[config.mk]
export PLATFORM = sky130hd
export DESIGN_NAME = uart_cmd_bridge
export DESIGN_NICKNAME = d
export VERILOG_FILES = /design/src/common/uart_pkg.sv /design/src/common/cmd_pkg.sv /design/src/rtl/cmd_sender.sv /design/src/rtl/uart_cmd_bridge.sv /design/src/uart/uart_rx.sv /design/src/uart/uart_tx.sv
export SDC_FILE = /design/constraint.sdc
export NUM_CORES = 1
export LEC_CHECK = 0
export ABC_AREA = 1
export BUFFER_PORTS_ARGS = -buffer_cell sky130_fd_sc_hd__buf_4
export CORE_MARGIN = 2
export CORE_UTILIZATION = 50
export CTS_BUF_LIST = sky130_fd_sc_hd__clkbuf_4 sky130_fd_sc_hd__clkbuf_8
export CTS_CLUSTER_SIZE = 8
export DETAILED_ROUTE_END_ITERATION = 8
export PLACE_DENSITY = 0.81
export SLEW_MARGIN = 10
export SYNTH_ARGS = -nofsm -noshare
export SYNTH_HDL_FRONTEND = slang
export SYNTH_SLANG_ARGS = --single-unit
[constraint.sdc]
create_clock -name clk -period 2.2 [get_ports clk]
set_input_delay 0.44 -clock clk [delete_from_list [all_inputs] [get_ports clk]]
set_output_delay 0.44 -clock clk [all_outputs]
set_load 0.01 [all_outputs]
[src/common/uart_pkg.sv]
package uart_pkg;

  // line timing for a 50 MHz system clock
  localparam int unsigned CLK_HZ = 50_000_000;
  localparam int unsigned BAUD = 115_200;

  // 434 clocks per bit
  localparam int unsigned BIT_CYCLES = CLK_HZ / BAUD;

  localparam int unsigned DATA_BITS = 8;

  // counter widths for the serial blocks
  localparam int unsigned CNT_W = $clog2(BIT_CYCLES);
  localparam int unsigned IDX_W = $clog2(DATA_BITS);

  typedef logic [DATA_BITS-1:0] byte_t;

  // position inside one serial frame
  typedef enum logic [2:0] {
    frame_idle,
    frame_start,
    frame_data,
    frame_parity,
    frame_stop
  } frame_state_e;

endpackage

[src/common/cmd_pkg.sv]
package cmd_pkg;

  // 16-bit command, high byte goes out first
  typedef struct packed {
    uart_pkg::byte_t hi;
    uart_pkg::byte_t lo;
  } cmd_t;

  // one received byte with its error flags
  typedef struct packed {
    uart_pkg::byte_t data;
    logic            parity_err;
    logic            frame_err;
  } read_t;

  typedef enum logic [1:0] {
    send_idle,
    send_high,
    send_low
  } sender_state_e;

endpackage

[src/rtl/cmd_sender.sv]
`timescale 1ns/1ns

module cmd_sender (
  input  logic            clk,
  input  logic            rst_n,
  input  cmd_pkg::cmd_t   cmd,
  input  logic            cmd_vld,
  output logic            cmd_rdy,
  output uart_pkg::byte_t tx_byte,
  output logic            tx_start,
  input  logic            tx_done
);

  cmd_pkg::sender_state_e state;
  cmd_pkg::sender_state_e state_nxt;
  cmd_pkg::cmd_t          cmd_q;
  logic                   start_nxt;
  logic                   accept;

  assign accept = cmd_vld && cmd_rdy;

  always_comb begin
    state_nxt = state;
    start_nxt = 1'b0;
    case (state)
      cmd_pkg::send_idle: begin
        if (accept) begin
          state_nxt = cmd_pkg::send_high;
          start_nxt = 1'b1;
        end
      end
      cmd_pkg::send_high: begin
        // high byte done, low byte next
        if (tx_done) begin
          state_nxt = cmd_pkg::send_low;
          start_nxt = 1'b1;
        end
      end
      cmd_pkg::send_low: begin
        if (tx_done) begin
          state_nxt = cmd_pkg::send_idle;
        end
      end
      default: state_nxt = cmd_pkg::send_idle;
    endcase
  end

  always_ff @(posedge clk or negedge rst_n) begin
    if (!rst_n) begin
      state    <= cmd_pkg::send_idle;
      tx_start <= 1'b0;
      cmd_rdy  <= 1'b1;
    end else begin
      state    <= state_nxt;
      tx_start <= start_nxt;
      cmd_rdy  <= (state_nxt == cmd_pkg::send_idle);
    end
  end

  always_ff @(posedge clk) begin
    if (accept) begin
      cmd_q <= cmd;
    end
  end

  assign tx_byte = (state == cmd_pkg::send_low) ? cmd_q.lo : cmd_q.hi;

endmodule

[src/rtl/uart_cmd_bridge.sv]
`timescale 1ns/1ns

module uart_cmd_bridge (
  input  logic           clk,
  input  logic           rst_n,
  input  cmd_pkg::cmd_t  cmd,
  input  logic           cmd_vld,
  output logic           cmd_rdy,
  input  logic           rx,
  output logic           tx,
  output logic           read_rdy,
  output cmd_pkg::read_t read_data
);

  uart_pkg::byte_t tx_byte;
  logic            tx_start;
  logic            tx_done;

  // command to byte sequencing
  cmd_sender u_cmd_sender (
    .clk      (clk),
    .rst_n    (rst_n),
    .cmd      (cmd),
    .cmd_vld  (cmd_vld),
    .cmd_rdy  (cmd_rdy),
    .tx_byte  (tx_byte),
    .tx_done  (tx_done),
    .tx_start (tx_start)
  );

  uart_tx u_uart_tx (
    .clk      (clk),
    .rst_n    (rst_n),
    .tx_byte  (tx_byte),
    .tx_start (tx_start),
    .tx_done  (tx_done),
    .tx       (tx)
  );

  uart_rx u_uart_rx (
    .clk       (clk),
    .rst_n     (rst_n),
    .rx        (rx),
    .read_rdy  (read_rdy),
    .read_data (read_data)
  );

endmodule

[src/uart/uart_rx.sv]
`timescale 1ns/1ns

module uart_rx (
  input  logic          clk,
  input  logic          rst_n,
  input  logic          rx,
  output logic          read_rdy,
  output cmd_pkg::read_t read_data
);

  logic                       rx_meta;
  logic                       rx_sync;
  logic                       rx_prev;
  uart_pkg::frame_state_e     state;
  logic [uart_pkg::CNT_W-1:0] bit_cnt;
  logic [uart_pkg::IDX_W-1:0] bit_idx;
  uart_pkg::byte_t            shift_q;
  logic                       parity_q;
  logic                       start_edge;
  logic                       half_end;
  logic                       bit_end;

  // two-flop synchronizer plus one flop for edge detection
  always_ff @(posedge clk or negedge rst_n) begin
    if (!rst_n) begin
      rx_meta <= 1'b1;
      rx_sync <= 1'b1;
      rx_prev <= 1'b1;
    end else begin
      rx_meta <= rx;
      rx_sync <= rx_meta;
      rx_prev <= rx_sync;
    end
  end

  assign start_edge = rx_prev && !rx_sync;
  assign half_end = (bit_cnt == uart_pkg::CNT_W'(uart_pkg::BIT_CYCLES / 2 - 1));
  assign bit_end = (bit_cnt == uart_pkg::CNT_W'(uart_pkg::BIT_CYCLES - 1));

  always_ff @(posedge clk or negedge rst_n) begin
    if (!rst_n) begin
      state    <= uart_pkg::frame_idle;
      bit_cnt  <= '0;
      bit_idx  <= '0;
      read_rdy <= 1'b0;
    end else begin
      read_rdy <= 1'b0;
      bit_cnt  <= bit_cnt + 1'b1;
      case (state)
        uart_pkg::frame_idle: begin
          bit_cnt <= '0;
          if (start_edge) begin
            state <= uart_pkg::frame_start;
          end
        end
        uart_pkg::frame_start: begin
          // mid start bit, high again means a glitch
          if (half_end) begin
            bit_cnt <= '0;
            bit_idx <= '0;
            state   <= rx_sync ? uart_pkg::frame_idle : uart_pkg::frame_data;
          end
        end
        uart_pkg::frame_data: begin
          if (bit_end) begin
            bit_cnt <= '0;
            if (bit_idx == uart_pkg::IDX_W'(uart_pkg::DATA_BITS - 1)) begin
              state <= uart_pkg::frame_parity;
            end else begin
              bit_idx <= bit_idx + 1'b1;
            end
          end
        end
        uart_pkg::frame_parity: begin
          if (bit_end) begin
            bit_cnt <= '0;
            state   <= uart_pkg::frame_stop;
          end
        end
        uart_pkg::frame_stop: begin
          if (bit_end) begin
            state    <= uart_pkg::frame_idle;
            read_rdy <= 1'b1;
          end
        end
        default: state <= uart_pkg::frame_idle;
      endcase
    end
  end

  // samples taken mid-bit
  always_ff @(posedge clk) begin
    if (bit_end && state == uart_pkg::frame_data) begin
      shift_q <= {rx_sync, shift_q[uart_pkg::DATA_BITS-1:1]};
    end
    if (bit_end && state == uart_pkg::frame_parity) begin
      parity_q <= rx_sync;
    end
    if (bit_end && state == uart_pkg::frame_stop) begin
      read_data.data       <= shift_q;
      read_data.parity_err <= ~^{shift_q, parity_q};
      read_data.frame_err  <= !rx_sync;
    end
  end

endmodule

[src/uart/uart_tx.sv]
`timescale 1ns/1ns

module uart_tx (
  input  logic            clk,
  input  logic            rst_n,
  input  uart_pkg::byte_t tx_byte,
  input  logic            tx_start,
  output logic            tx_done,
  output logic            tx
);

  uart_pkg::frame_state_e     state;
  logic [uart_pkg::CNT_W-1:0] bit_cnt;
  logic [uart_pkg::IDX_W-1:0] bit_idx;
  uart_pkg::byte_t            shift_q;
  logic                       parity_q;
  logic                       bit_end;

  assign bit_end = (bit_cnt == uart_pkg::CNT_W'(uart_pkg::BIT_CYCLES - 1));

  // high during the last clock of the stop bit
  assign tx_done = (state == uart_pkg::frame_stop) && bit_end;

  always_ff @(posedge clk or negedge rst_n) begin
    if (!rst_n) begin
      state   <= uart_pkg::frame_idle;
      bit_cnt <= '0;
      bit_idx <= '0;
      tx      <= 1'b1;
    end else if (state == uart_pkg::frame_idle) begin
      bit_cnt <= '0;
      if (tx_start) begin
        state <= uart_pkg::frame_start;
        tx    <= 1'b0;
      end
    end else if (!bit_end) begin
      bit_cnt <= bit_cnt + 1'b1;
    end else begin
      bit_cnt <= '0;
      case (state)
        uart_pkg::frame_start: begin
          state   <= uart_pkg::frame_data;
          bit_idx <= '0;
          tx      <= shift_q[0];
        end
        uart_pkg::frame_data: begin
          if (bit_idx == uart_pkg::IDX_W'(uart_pkg::DATA_BITS - 1)) begin
            state <= uart_pkg::frame_parity;
            tx    <= parity_q;
          end else begin
            bit_idx <= bit_idx + 1'b1;
            tx      <= shift_q[0];
          end
        end
        uart_pkg::frame_parity: begin
          state <= uart_pkg::frame_stop;
          tx    <= 1'b1;
        end
        default: begin
          // end of stop bit, line stays high
          state <= uart_pkg::frame_idle;
          tx    <= 1'b1;
        end
      endcase
    end
  end

  // byte and odd parity latched at start, lsb first
  always_ff @(posedge clk) begin
    if (state == uart_pkg::frame_idle && tx_start) begin
      shift_q  <= tx_byte;
      parity_q <= ~^tx_byte;
    end else if (bit_end && (state == uart_pkg::frame_start ||
                             state == uart_pkg::frame_data)) begin
      shift_q <= shift_q >> 1;
    end
  end

endmodule

; ---- Word-level counts from Yosys, hierarchy flattened
; Index checks and enable logic that the tools add are counted.
[totals]
word_cells = 120
ff_bits = 83
in_bits = 20
[classes]
n_mux = 41
addsub = 4
n_eq_ne = 25
n_bitwise = 1
n_reduce_logical = 26
[op_table]
columns = op, n
row1 = two-way mux 3 bit, 14
row2 = two-way mux 9 bit, 4
row3 = one-hot mux 9 bit (3 select lines), 1
row4 = two-way mux 8 bit, 3
row5 = adder 9 x 1 -> 9 bit (second input constant), 2
row6 = equality test 9 bit (second input constant), 2
row7 = one-hot mux 3 bit (5 select lines), 1
row8 = equality test 3 x 2 -> 1 bit (second input constant), 4
row9 = equality test 3 bit (second input constant), 4
row10 = inequality test 2 x 1 -> 1 bit (second input constant), 6
row11 = one-hot mux 3 bit (2 select lines), 2
row12 = equality test 9 x 8 -> 1 bit (second input constant), 1
row13 = one-hot mux 3 bit (3 select lines), 1
row14 = XNOR reduction 9 bit, 1
row15 = logical AND 1 bit, 8
row16 = two-way mux 1 bit, 8
row17 = two-way mux 2 bit, 4
row18 = AND reduction 4 bit, 2
row19 = nonzero test 2 bit, 4
row20 = XNOR reduction 8 bit, 1
row21 = adder 3 x 1 -> 3 bit (second input constant), 2
row22 = equality test 3 x 1 -> 1 bit (second input constant), 2
row23 = logical NOT 3 bit, 2
row24 = inequality test 2 bit (second input constant), 3
row25 = other kinds (13), 15

; ---- Depth between registers and ports, before layout
; Gate-level depths: netlist of run 1.
[depth]
depth_word = 5
depth_mapped = 12

; ---- Modules after synthesis
; Synthesis of run 1 repeated with hierarchy kept, for this count alone.
[hier_totals]
hier_cells = 399
hier_area_um2 = 3933.8
[modules_own_cells]
columns = module, area_each_um2, seq_area_each_um2, cells_each, instances
row1 = uart_rx, 1765.4, 1049.8, 170, 1
row2 = uart_tx, 1395.1, 671.9, 169, 1
row3 = cmd_sender, 773.2, 581.8, 60, 1

; ---- Worst setup path before layout of run 1
; OpenSTA, ideal clock, no wires.
[synth_path]
path_kind = reg-to-reg
from = reg u_uart_rx.bit_cnt[1] (netlist bit)
to = reg, netlist name u_uart_rx.read_data[0]
path_slack_ps = -120
stages_incl_launch_ff = 7
arrival_ps = 1914
t_required_ps = 1794
synth_period_minus_slack_ps = 2320
path_cell_list = dfrtp_1 > inv_1 > ha_1 > nand2_1 > inv_1 > nand4_2 > nor4_1
[synth_via]
elab_chain_len = 2
[synth_lines]
columns = item, line_no
row1 = from (decl), uart_rx.sv:15  ; logic [uart_pkg::CNT_W-1:0] bit_cnt;
row2 = from (signal assigned), uart_rx.sv:48  ; bit_cnt <= bit_cnt + 1'b1;
row3 = equality test 9 bit, uart_rx.sv:38  ; assign bit_end = (bit_cnt == uart_pkg::CNT_W'(uart_pkg::BIT_CYCLES - 1));
row4 = logical AND 1 bit, uart_rx.sv:99  ; if (bit_end && state == uart_pkg::frame_stop) begin
; Every way passes these cells.
; A chain may end at the register's enable or synchronous reset.

; ---- Worst setup path in the final report of run 1
[layout_path]
from = reg u_cmd_sender.state[1]
to = reg u_uart_tx.parity_q, data pin
[layout_via]
elab_chain_len = 3
[layout_lines]
columns = item, line_no
row1 = from (decl), cmd_sender.sv:14  ; cmd_pkg::sender_state_e state;
row2 = from (signal assigned), cmd_sender.sv:50  ; state <= cmd_pkg::send_idle;
row3 = from (signal assigned), cmd_sender.sv:54  ; state <= state_nxt;
row4 = equality test 2 bit, cmd_sender.sv:66  ; assign tx_byte = (state == cmd_pkg::send_low) ? cmd_q.lo : cmd_q.hi;
row5 = two-way mux 8 bit, cmd_sender.sv:66
row6 = XNOR reduction 8 bit, uart_tx.sv:72  ; parity_q <= ~^tx_byte;
row7 = to (signal assigned), uart_tx.sv:72
row8 = to (decl), uart_tx.sv:16  ; logic parity_q;
; Every way passes these cells.

==> results of run 1 <==
[Yosys cell counts]
library cell	n
nor3b_1	2
dfstp_2	5
nor2_1	29
and2_1	1
edfxtp_1	44
a31oi_1	3
and3_1	1
inv_1	57
nor3_1	9
nand4_2	1
nor4_1	1
o21ai_0	16
o21ai_2	1
xor2_1	3
nand2_4	1
nand3_1	34
nand3b_1	4
ha_1	9
buf_2	3
o21ai_1	4
dfrtp_1	34
nand2_1	134
nand2_2	1
clkinv_1	1
o21bai_1	1
a21oi_1	7
nand4_1	3
or2_2	1
xnor2_1	6
nor2_2	2
buf_6	1
[repair_timing]
item,4_1_cts,5_1_grt
resized for setup,0,1
endpoints found under the hold margin,0,0
endpoints found under the setup margin,0,8
[state kept, by name, summed over array words and instances (netlist names), 2 cells and up]
signal	count
u_cmd_sender.cmd_q	16
u_uart_rx.read_data	10
u_uart_rx.bit_cnt	9
u_uart_tx.bit_cnt	9
u_uart_rx.shift_q	8
u_uart_tx.shift_q	8
u_uart_rx.bit_idx	3
u_uart_rx.state	3
u_uart_tx.bit_idx	3
u_uart_tx.state	3
u_cmd_sender.state	2
[how the worst max path moves through the flow]
stage	startpoint	end	cells past startpoint
floorplan	u_uart_rx.bit_cnt[1]	u_uart_rx.read_data[0]	6
global placement	u_uart_tx.bit_cnt[1]	u_uart_tx.shift_q[7]	6
detailed placement	u_uart_tx.state[0]	u_uart_tx.shift_q[6]	5
CTS	u_uart_tx.state[0]	u_uart_tx.shift_q[6]	5
global route	u_cmd_sender.state[0]	u_uart_tx.parity_q	8
finish	u_cmd_sender.state[1]	u_uart_tx.parity_q	11
[kinds of logic after synthesis]
group                    after synthesis  share of synthesized area
buffers and inverters                 62                     0.0631
XOR/XNOR                               9                     0.0204
adder cells (fa/ha/maj)                9                     0.0291
flip-flops                            83                      0.596
AO/OA/AOI/OAI                         32                     0.0440
AND/OR/NAND/NOR                      224                      0.248
[layer usage]
layer | part of all wire | wire, µm
met1 | 0.45 | 2840
met4 | 0.010 | 63
met5 | 0 | 0
met3 | 0.046 | 288
met2 | 0.49 | 3110
[power breakdown]
part,internal [mW],switching (mW),total (mW)
logic,0.110,0.201,0.311
clock network,0.658,0.569,1.23
registers,1.68,0.0537,1.73
[cell type report]
| cell class | instances | area share |
|---|---|---|
| Sequential cell | 83 | 0.515 |
| Multi-Input combinational cell | 274 | 0.296 |
| Timing Repair Buffer | 36 | 0.0604 |
| Inverter | 58 | 0.0487 |
| Tap cell | 102 | 0.0285 |
| Clock buffer | 9 | 0.0277 |
| Clock inverter | 7 | 0.0235 |
[stage by stage]
step | hold WS (ns) | total power [mW]
after detailed placement | 0.350 | 2.08
after CTS | 0.0527 | 3.31
after floorplan | 0.144 | 1.98
after global placement | 0.347 | 2.07
after global routing | 0.0757 | 3.43
final | 0.0457 | 3.27
==> results_dict.tcl, run 1 <==
set metrics [dict create \
    regArea_um2 2300 \
    postPlaceCellArea_um2 4250 \
    drc 0 \
    fin_worst_skew_ns 0.0114 \
    dieArea_um2 8450 \
    grt_util_met2 0.273 \
    end_kind "flip-flop" \
    yosysTopAreaCellShare 0.342 \
    postSynthAreaPerCell_um2 9.23 \
    crit_slowest_cell "dfrtp_1" \
    grt_usage 0.161 \
    syn_to_final_growth_pct 15.7 \
    cts_buffers 9 \
    finalNonFillerCells 569 \
    yosysSeqAreaShare 0.596 \
    rrSetupSlack_ns 0.31 \
    finalWorstSetupSlack_ns 0.307 \
    fin_crit_ns 1.89 \
    num-nets-final 491 \
    viasPerCell 4.92 \
    multi_input_area_um2 1330 \
    grt_pass1_wl_um 11000 \
    startpoint_type "flip-flop" \
    drv_slew 0 \
    tightest_slew_ns 0.652 \
    layout_common_cells "nand2_1, inv_1, edfxtp_1, buf_4" \
    vias 2801 \
    synth_seq_cells 83 \
    root_buffer "clkbuf_8" \
    gr-usage-met3 0.0394 \
    crit_chain "inv_1, nor2_1, nand2_1, nand2_1, nand2_1, nand2_1, inv_1, nand2_1, nand2_1, nand2_1, nand2_1" \
    clock_path_buffers 2 \
    synth_cells 419 \
    grt_setup_unrepaired "false" \
    worstPathArrival_ns 2.00 \
    wirelength_um 6300 \
    grt_pass1_vias 2658 \
    cts.sinks 83 \
    fin_area_um2 4470 \
    core.rowCount 32 \
    post-route-util 0.588 \
    die_w_um 92.0 \
    synth_area_leaders "edfxtp_1, dfrtp_1, nand2_1, inv_1, nand3_1" \
    synth_area_um2 3870 \
    period_share 0.860 \
    grtUsageMet1 0.200 \
    fmaxAchievable_ghz 0.528 \
    synth_warnings 0 \
    cp_top_family "simple AND/OR/NAND/NOR gates" \
    first_pass_iters 5 \
    crit_top_cell "nand2_1" \
    io_buffers 32 \
    p_leak_nw 2.18 \
    power.density_nw_per_um2 731 \
    gp_congestion 0.768 \
    path_class "flip-flop to flip-flop" \
    placed_cells 553 \
    drtAntennaViolNets 0 \
    outcome "finished, final reports clean" \
    diodes 0 \
    grt_busiest_layer "met2" \
    core_area_um2 7610 \
    clock_latency_ns 0.36 \
    ctsHoldBuffers 0 \
    cp_max_fo 14 \
    cts_htree_levels 3 \
    worstPathRequired_ns 2.31 \
    drive_above_1_share 0.139 \
    pin_count 33 \
    max_slew_margin 0.563 \
    hold_class "primary input to asynchronous set/reset pin" \
    r2r_cells 11 \
    synth_top_area_cell "edfxtp_1" \
    drv_cap 0 \
    cts_tree "done" \
    r2r_end "u_uart_tx.parity_q" \
    initial_core_util 0.508 \
    die_h_um 92.0 \
    synth_fp_nets 448 \
    place_ws_ns 0.148 \
    yosysUniqueCellTypes 31 \
    cts_setup_buffers 0 \
    drt_iter0_markers 147 \
    grt_max_degree 40 \
    ir_worst_vdd_mv 0.426 \
    crit_buf_inv 2 \
    drt-wirelength-per-cell_um 11.1 \
    grt_antenna_before_repair 0 \
    fill_cells 631 \
    grt-ovfl-total 0 \
    worst_path_largest_cell_delay_ns 0.65 \
    reg2reg_from "u_cmd_sender.state[1]" \
    hold_violations 0 \
    clkTransAtPathRegs_ns 0.09 \
    hpwl_um 4660 \
    setup_viol 0 \
    setup_tns_ns 0 \
    layout_commonest_cell "nand2_1" \
]
No activity file was read; power rests on OpenSTA's default activity.
==> inputs of run 2 (changes only) <==
--- a/config.mk
+++ b/config.mk
@@ -13,6 +13,7 @@
 export CTS_CLUSTER_SIZE = 8
 export DETAILED_ROUTE_END_ITERATION = 8
 export PLACE_DENSITY = 0.81
+export RECOVER_POWER = 100
 export SLEW_MARGIN = 10
 export SYNTH_ARGS = -nofsm -noshare
 export SYNTH_HDL_FRONTEND = slang
==> run 2 against run 1 <==
Sequential power about the same. Non-clock buffer count stayed put. Combinational power is 2% lower. Critical endpoint is now u_uart_rx.shift_q[1]. Setup slack worse by 0.058 ns. Die area stayed put. Register-to-register slack got worse by 0.06 ns. Final area decreased by 1.8%.
==> results_dict.tcl, run 2 (synthesis gave the netlist of run 1 again) <==
set metrics [dict create \
    end_kind "flip-flop" \
    cts_htree_levels 3 \
    grt_antenna_before_repair 0 \
    grt_max_degree 40 \
    max_slew_margin 0.348 \
    wl_met3_um 277 \
    fin_crit_ns 1.95 \
    drv_slew 0 \
    min_from "rx" \
    grt_usage 0.161 \
    cts_setup_buffers 0 \
    largest_register_ff_count 16 \
    cts_buffers 9 \
    outcome "finished, final reports clean" \
    clock_latency_ns 0.36 \
    vias 2788 \
    layout_commonest_cell "nand2_1" \
    post-route-util 0.578 \
    hold_class "primary input to flip-flop" \
    reg.largest.list "u_cmd_sender.cmd_q x16, u_uart_rx.read_data x10" \
    cts.sinks 83 \
    layout_common_cells "nand2_1, inv_1, edfxtp_1, nand3_1, dfrtp_1" \
    drive_above_1_share 0.0921 \
    worstPathArrival_ns 1.97 \
    holdPathStages 1 \
    wirelength_um 6300 \
    core_area_um2 7610 \
    drt-wirelength-per-cell_um 11.1 \
    top_layer_used "met4" \
    worstPathRequired_ns 2.22 \
    tightest_slew_ns 0.978 \
    setup_viol 0 \
    period_share 0.887 \
    crit_path_start "u_uart_rx.bit_cnt[1]" \
    grt-ovfl-total 0 \
    hpwl_um 4660 \
    num-nets-final 491 \
    clock_path_buffers 2 \
    p_leak_nw 2.12 \
    setup_tns_ns 0 \
    initial_core_util 0.508 \
    largest-register "u_cmd_sender.cmd_q" \
    viasPerCell 4.90 \
    reg2reg_from "u_uart_rx.bit_cnt[1]" \
    die_h_um 92.0 \
    root_buffer "clkbuf_8" \
    pin_count 33 \
    die_w_um 92.0 \
    first_pass_iters 4 \
    grt_pass1_vias 2658 \
    r2r_cells 7 \
    path_class "flip-flop to flip-flop" \
    fill_cells 645 \
    io_buffers 32 \
    clkTransAtPathRegs_ns 0.09 \
    m1WireLength_um 2860 \
    rrSetupSlack_ns 0.25 \
    cts_tree "done" \
    totalPowerFinal_mw 3.26 \
    fmaxAchievable_ghz 0.513 \
    route.met2.wl_um 3070 \
    grt_setup_unrepaired "false" \
    syn_to_final_growth_pct 13.7 \
    drt_iter0_markers 124 \
    drc 0 \
    drv_cap 0 \
    drtAntennaViolNets 0 \
    ir_worst_vdd_mv 0.423 \
    fin_worst_skew_ns 0.0113 \
    cp_max_fo 8 \
    core.rowCount 32 \
    diodes 0 \
    grt_pass1_wl_um 11000 \
    startpoint_type "flip-flop" \
    fin_area_um2 4400 \
    gp_congestion 0.768 \
    power.density_nw_per_um2 741 \
    dieArea_um2 8450 \
    hold_violations 0 \
    postPlaceCellArea_um2 4250 \
]
## run 2: cell type report
type | count | area [µm²] | area share
clock buffer | 9 | 124 | 0.0282
clock inverter | 7 | 105 | 0.0239
inverter | 58 | 218 | 0.0495
multi-input combinational | 274 | 1310 | 0.298
sequential | 83 | 2300 | 0.524
tap | 102 | 128 | 0.0290
timing repair buffer | 36 | 209 | 0.0475
## run 2: worst max-delay path, stage by stage (launching register included)
cell	delay [ns]
dfrtp_1	0.41
inv_1	0.09
ha_1	0.14
nand2_1	0.05
inv_1	0.05
nand4_1	0.27
nor3_1	0.23
clkbuf_1	0.38
## run 2: repair_timing
| action | 4_1_cts | 5_1_grt |
|---|---|---|
| gates resized for setup | 0 | 1 |
| hold buffers | 0 | 0 |
| endpoints found under the setup margin | 0 | 8 |
## run 2: metal layers
metal / vias to the layer above / global-route usage
met5: - / 0
met1: 1275 / 0.200
met4: 0 / 0.0622
li1: 1445 / -
met2: 57 / 0.273
met3: 11 / 0.0394
## run 2: worst paths after layout
kind | to
max | u_uart_rx.shift_q[1]
min | u_uart_rx.rx_meta
max reg2reg | u_uart_rx.shift_q[1]
min reg2reg | u_uart_rx.rx_sync
max in group asynchronous | u_uart_tx.bit_idx[1]
min in group asynchronous | u_uart_rx.bit_idx[1]
## run 2: power by group
group	total (mW)	internal (mW)	switching, mW
sequential	1.73	1.68	0.0514
clock	1.23	0.658	0.567
combinational	0.304	0.106	0.198
total	3.26	2.44	0.817
## run 2: metrics by stage
step	hold WS, ns	setup WS, ns	cells
finish	0.194	0.249	569
global route	0.180	0.101	569
CTS	0.0527	0.123	569
detailed placement	0.350	0.148	553
global placement	0.347	0.247	553
floorplan	0.144	0.317	419
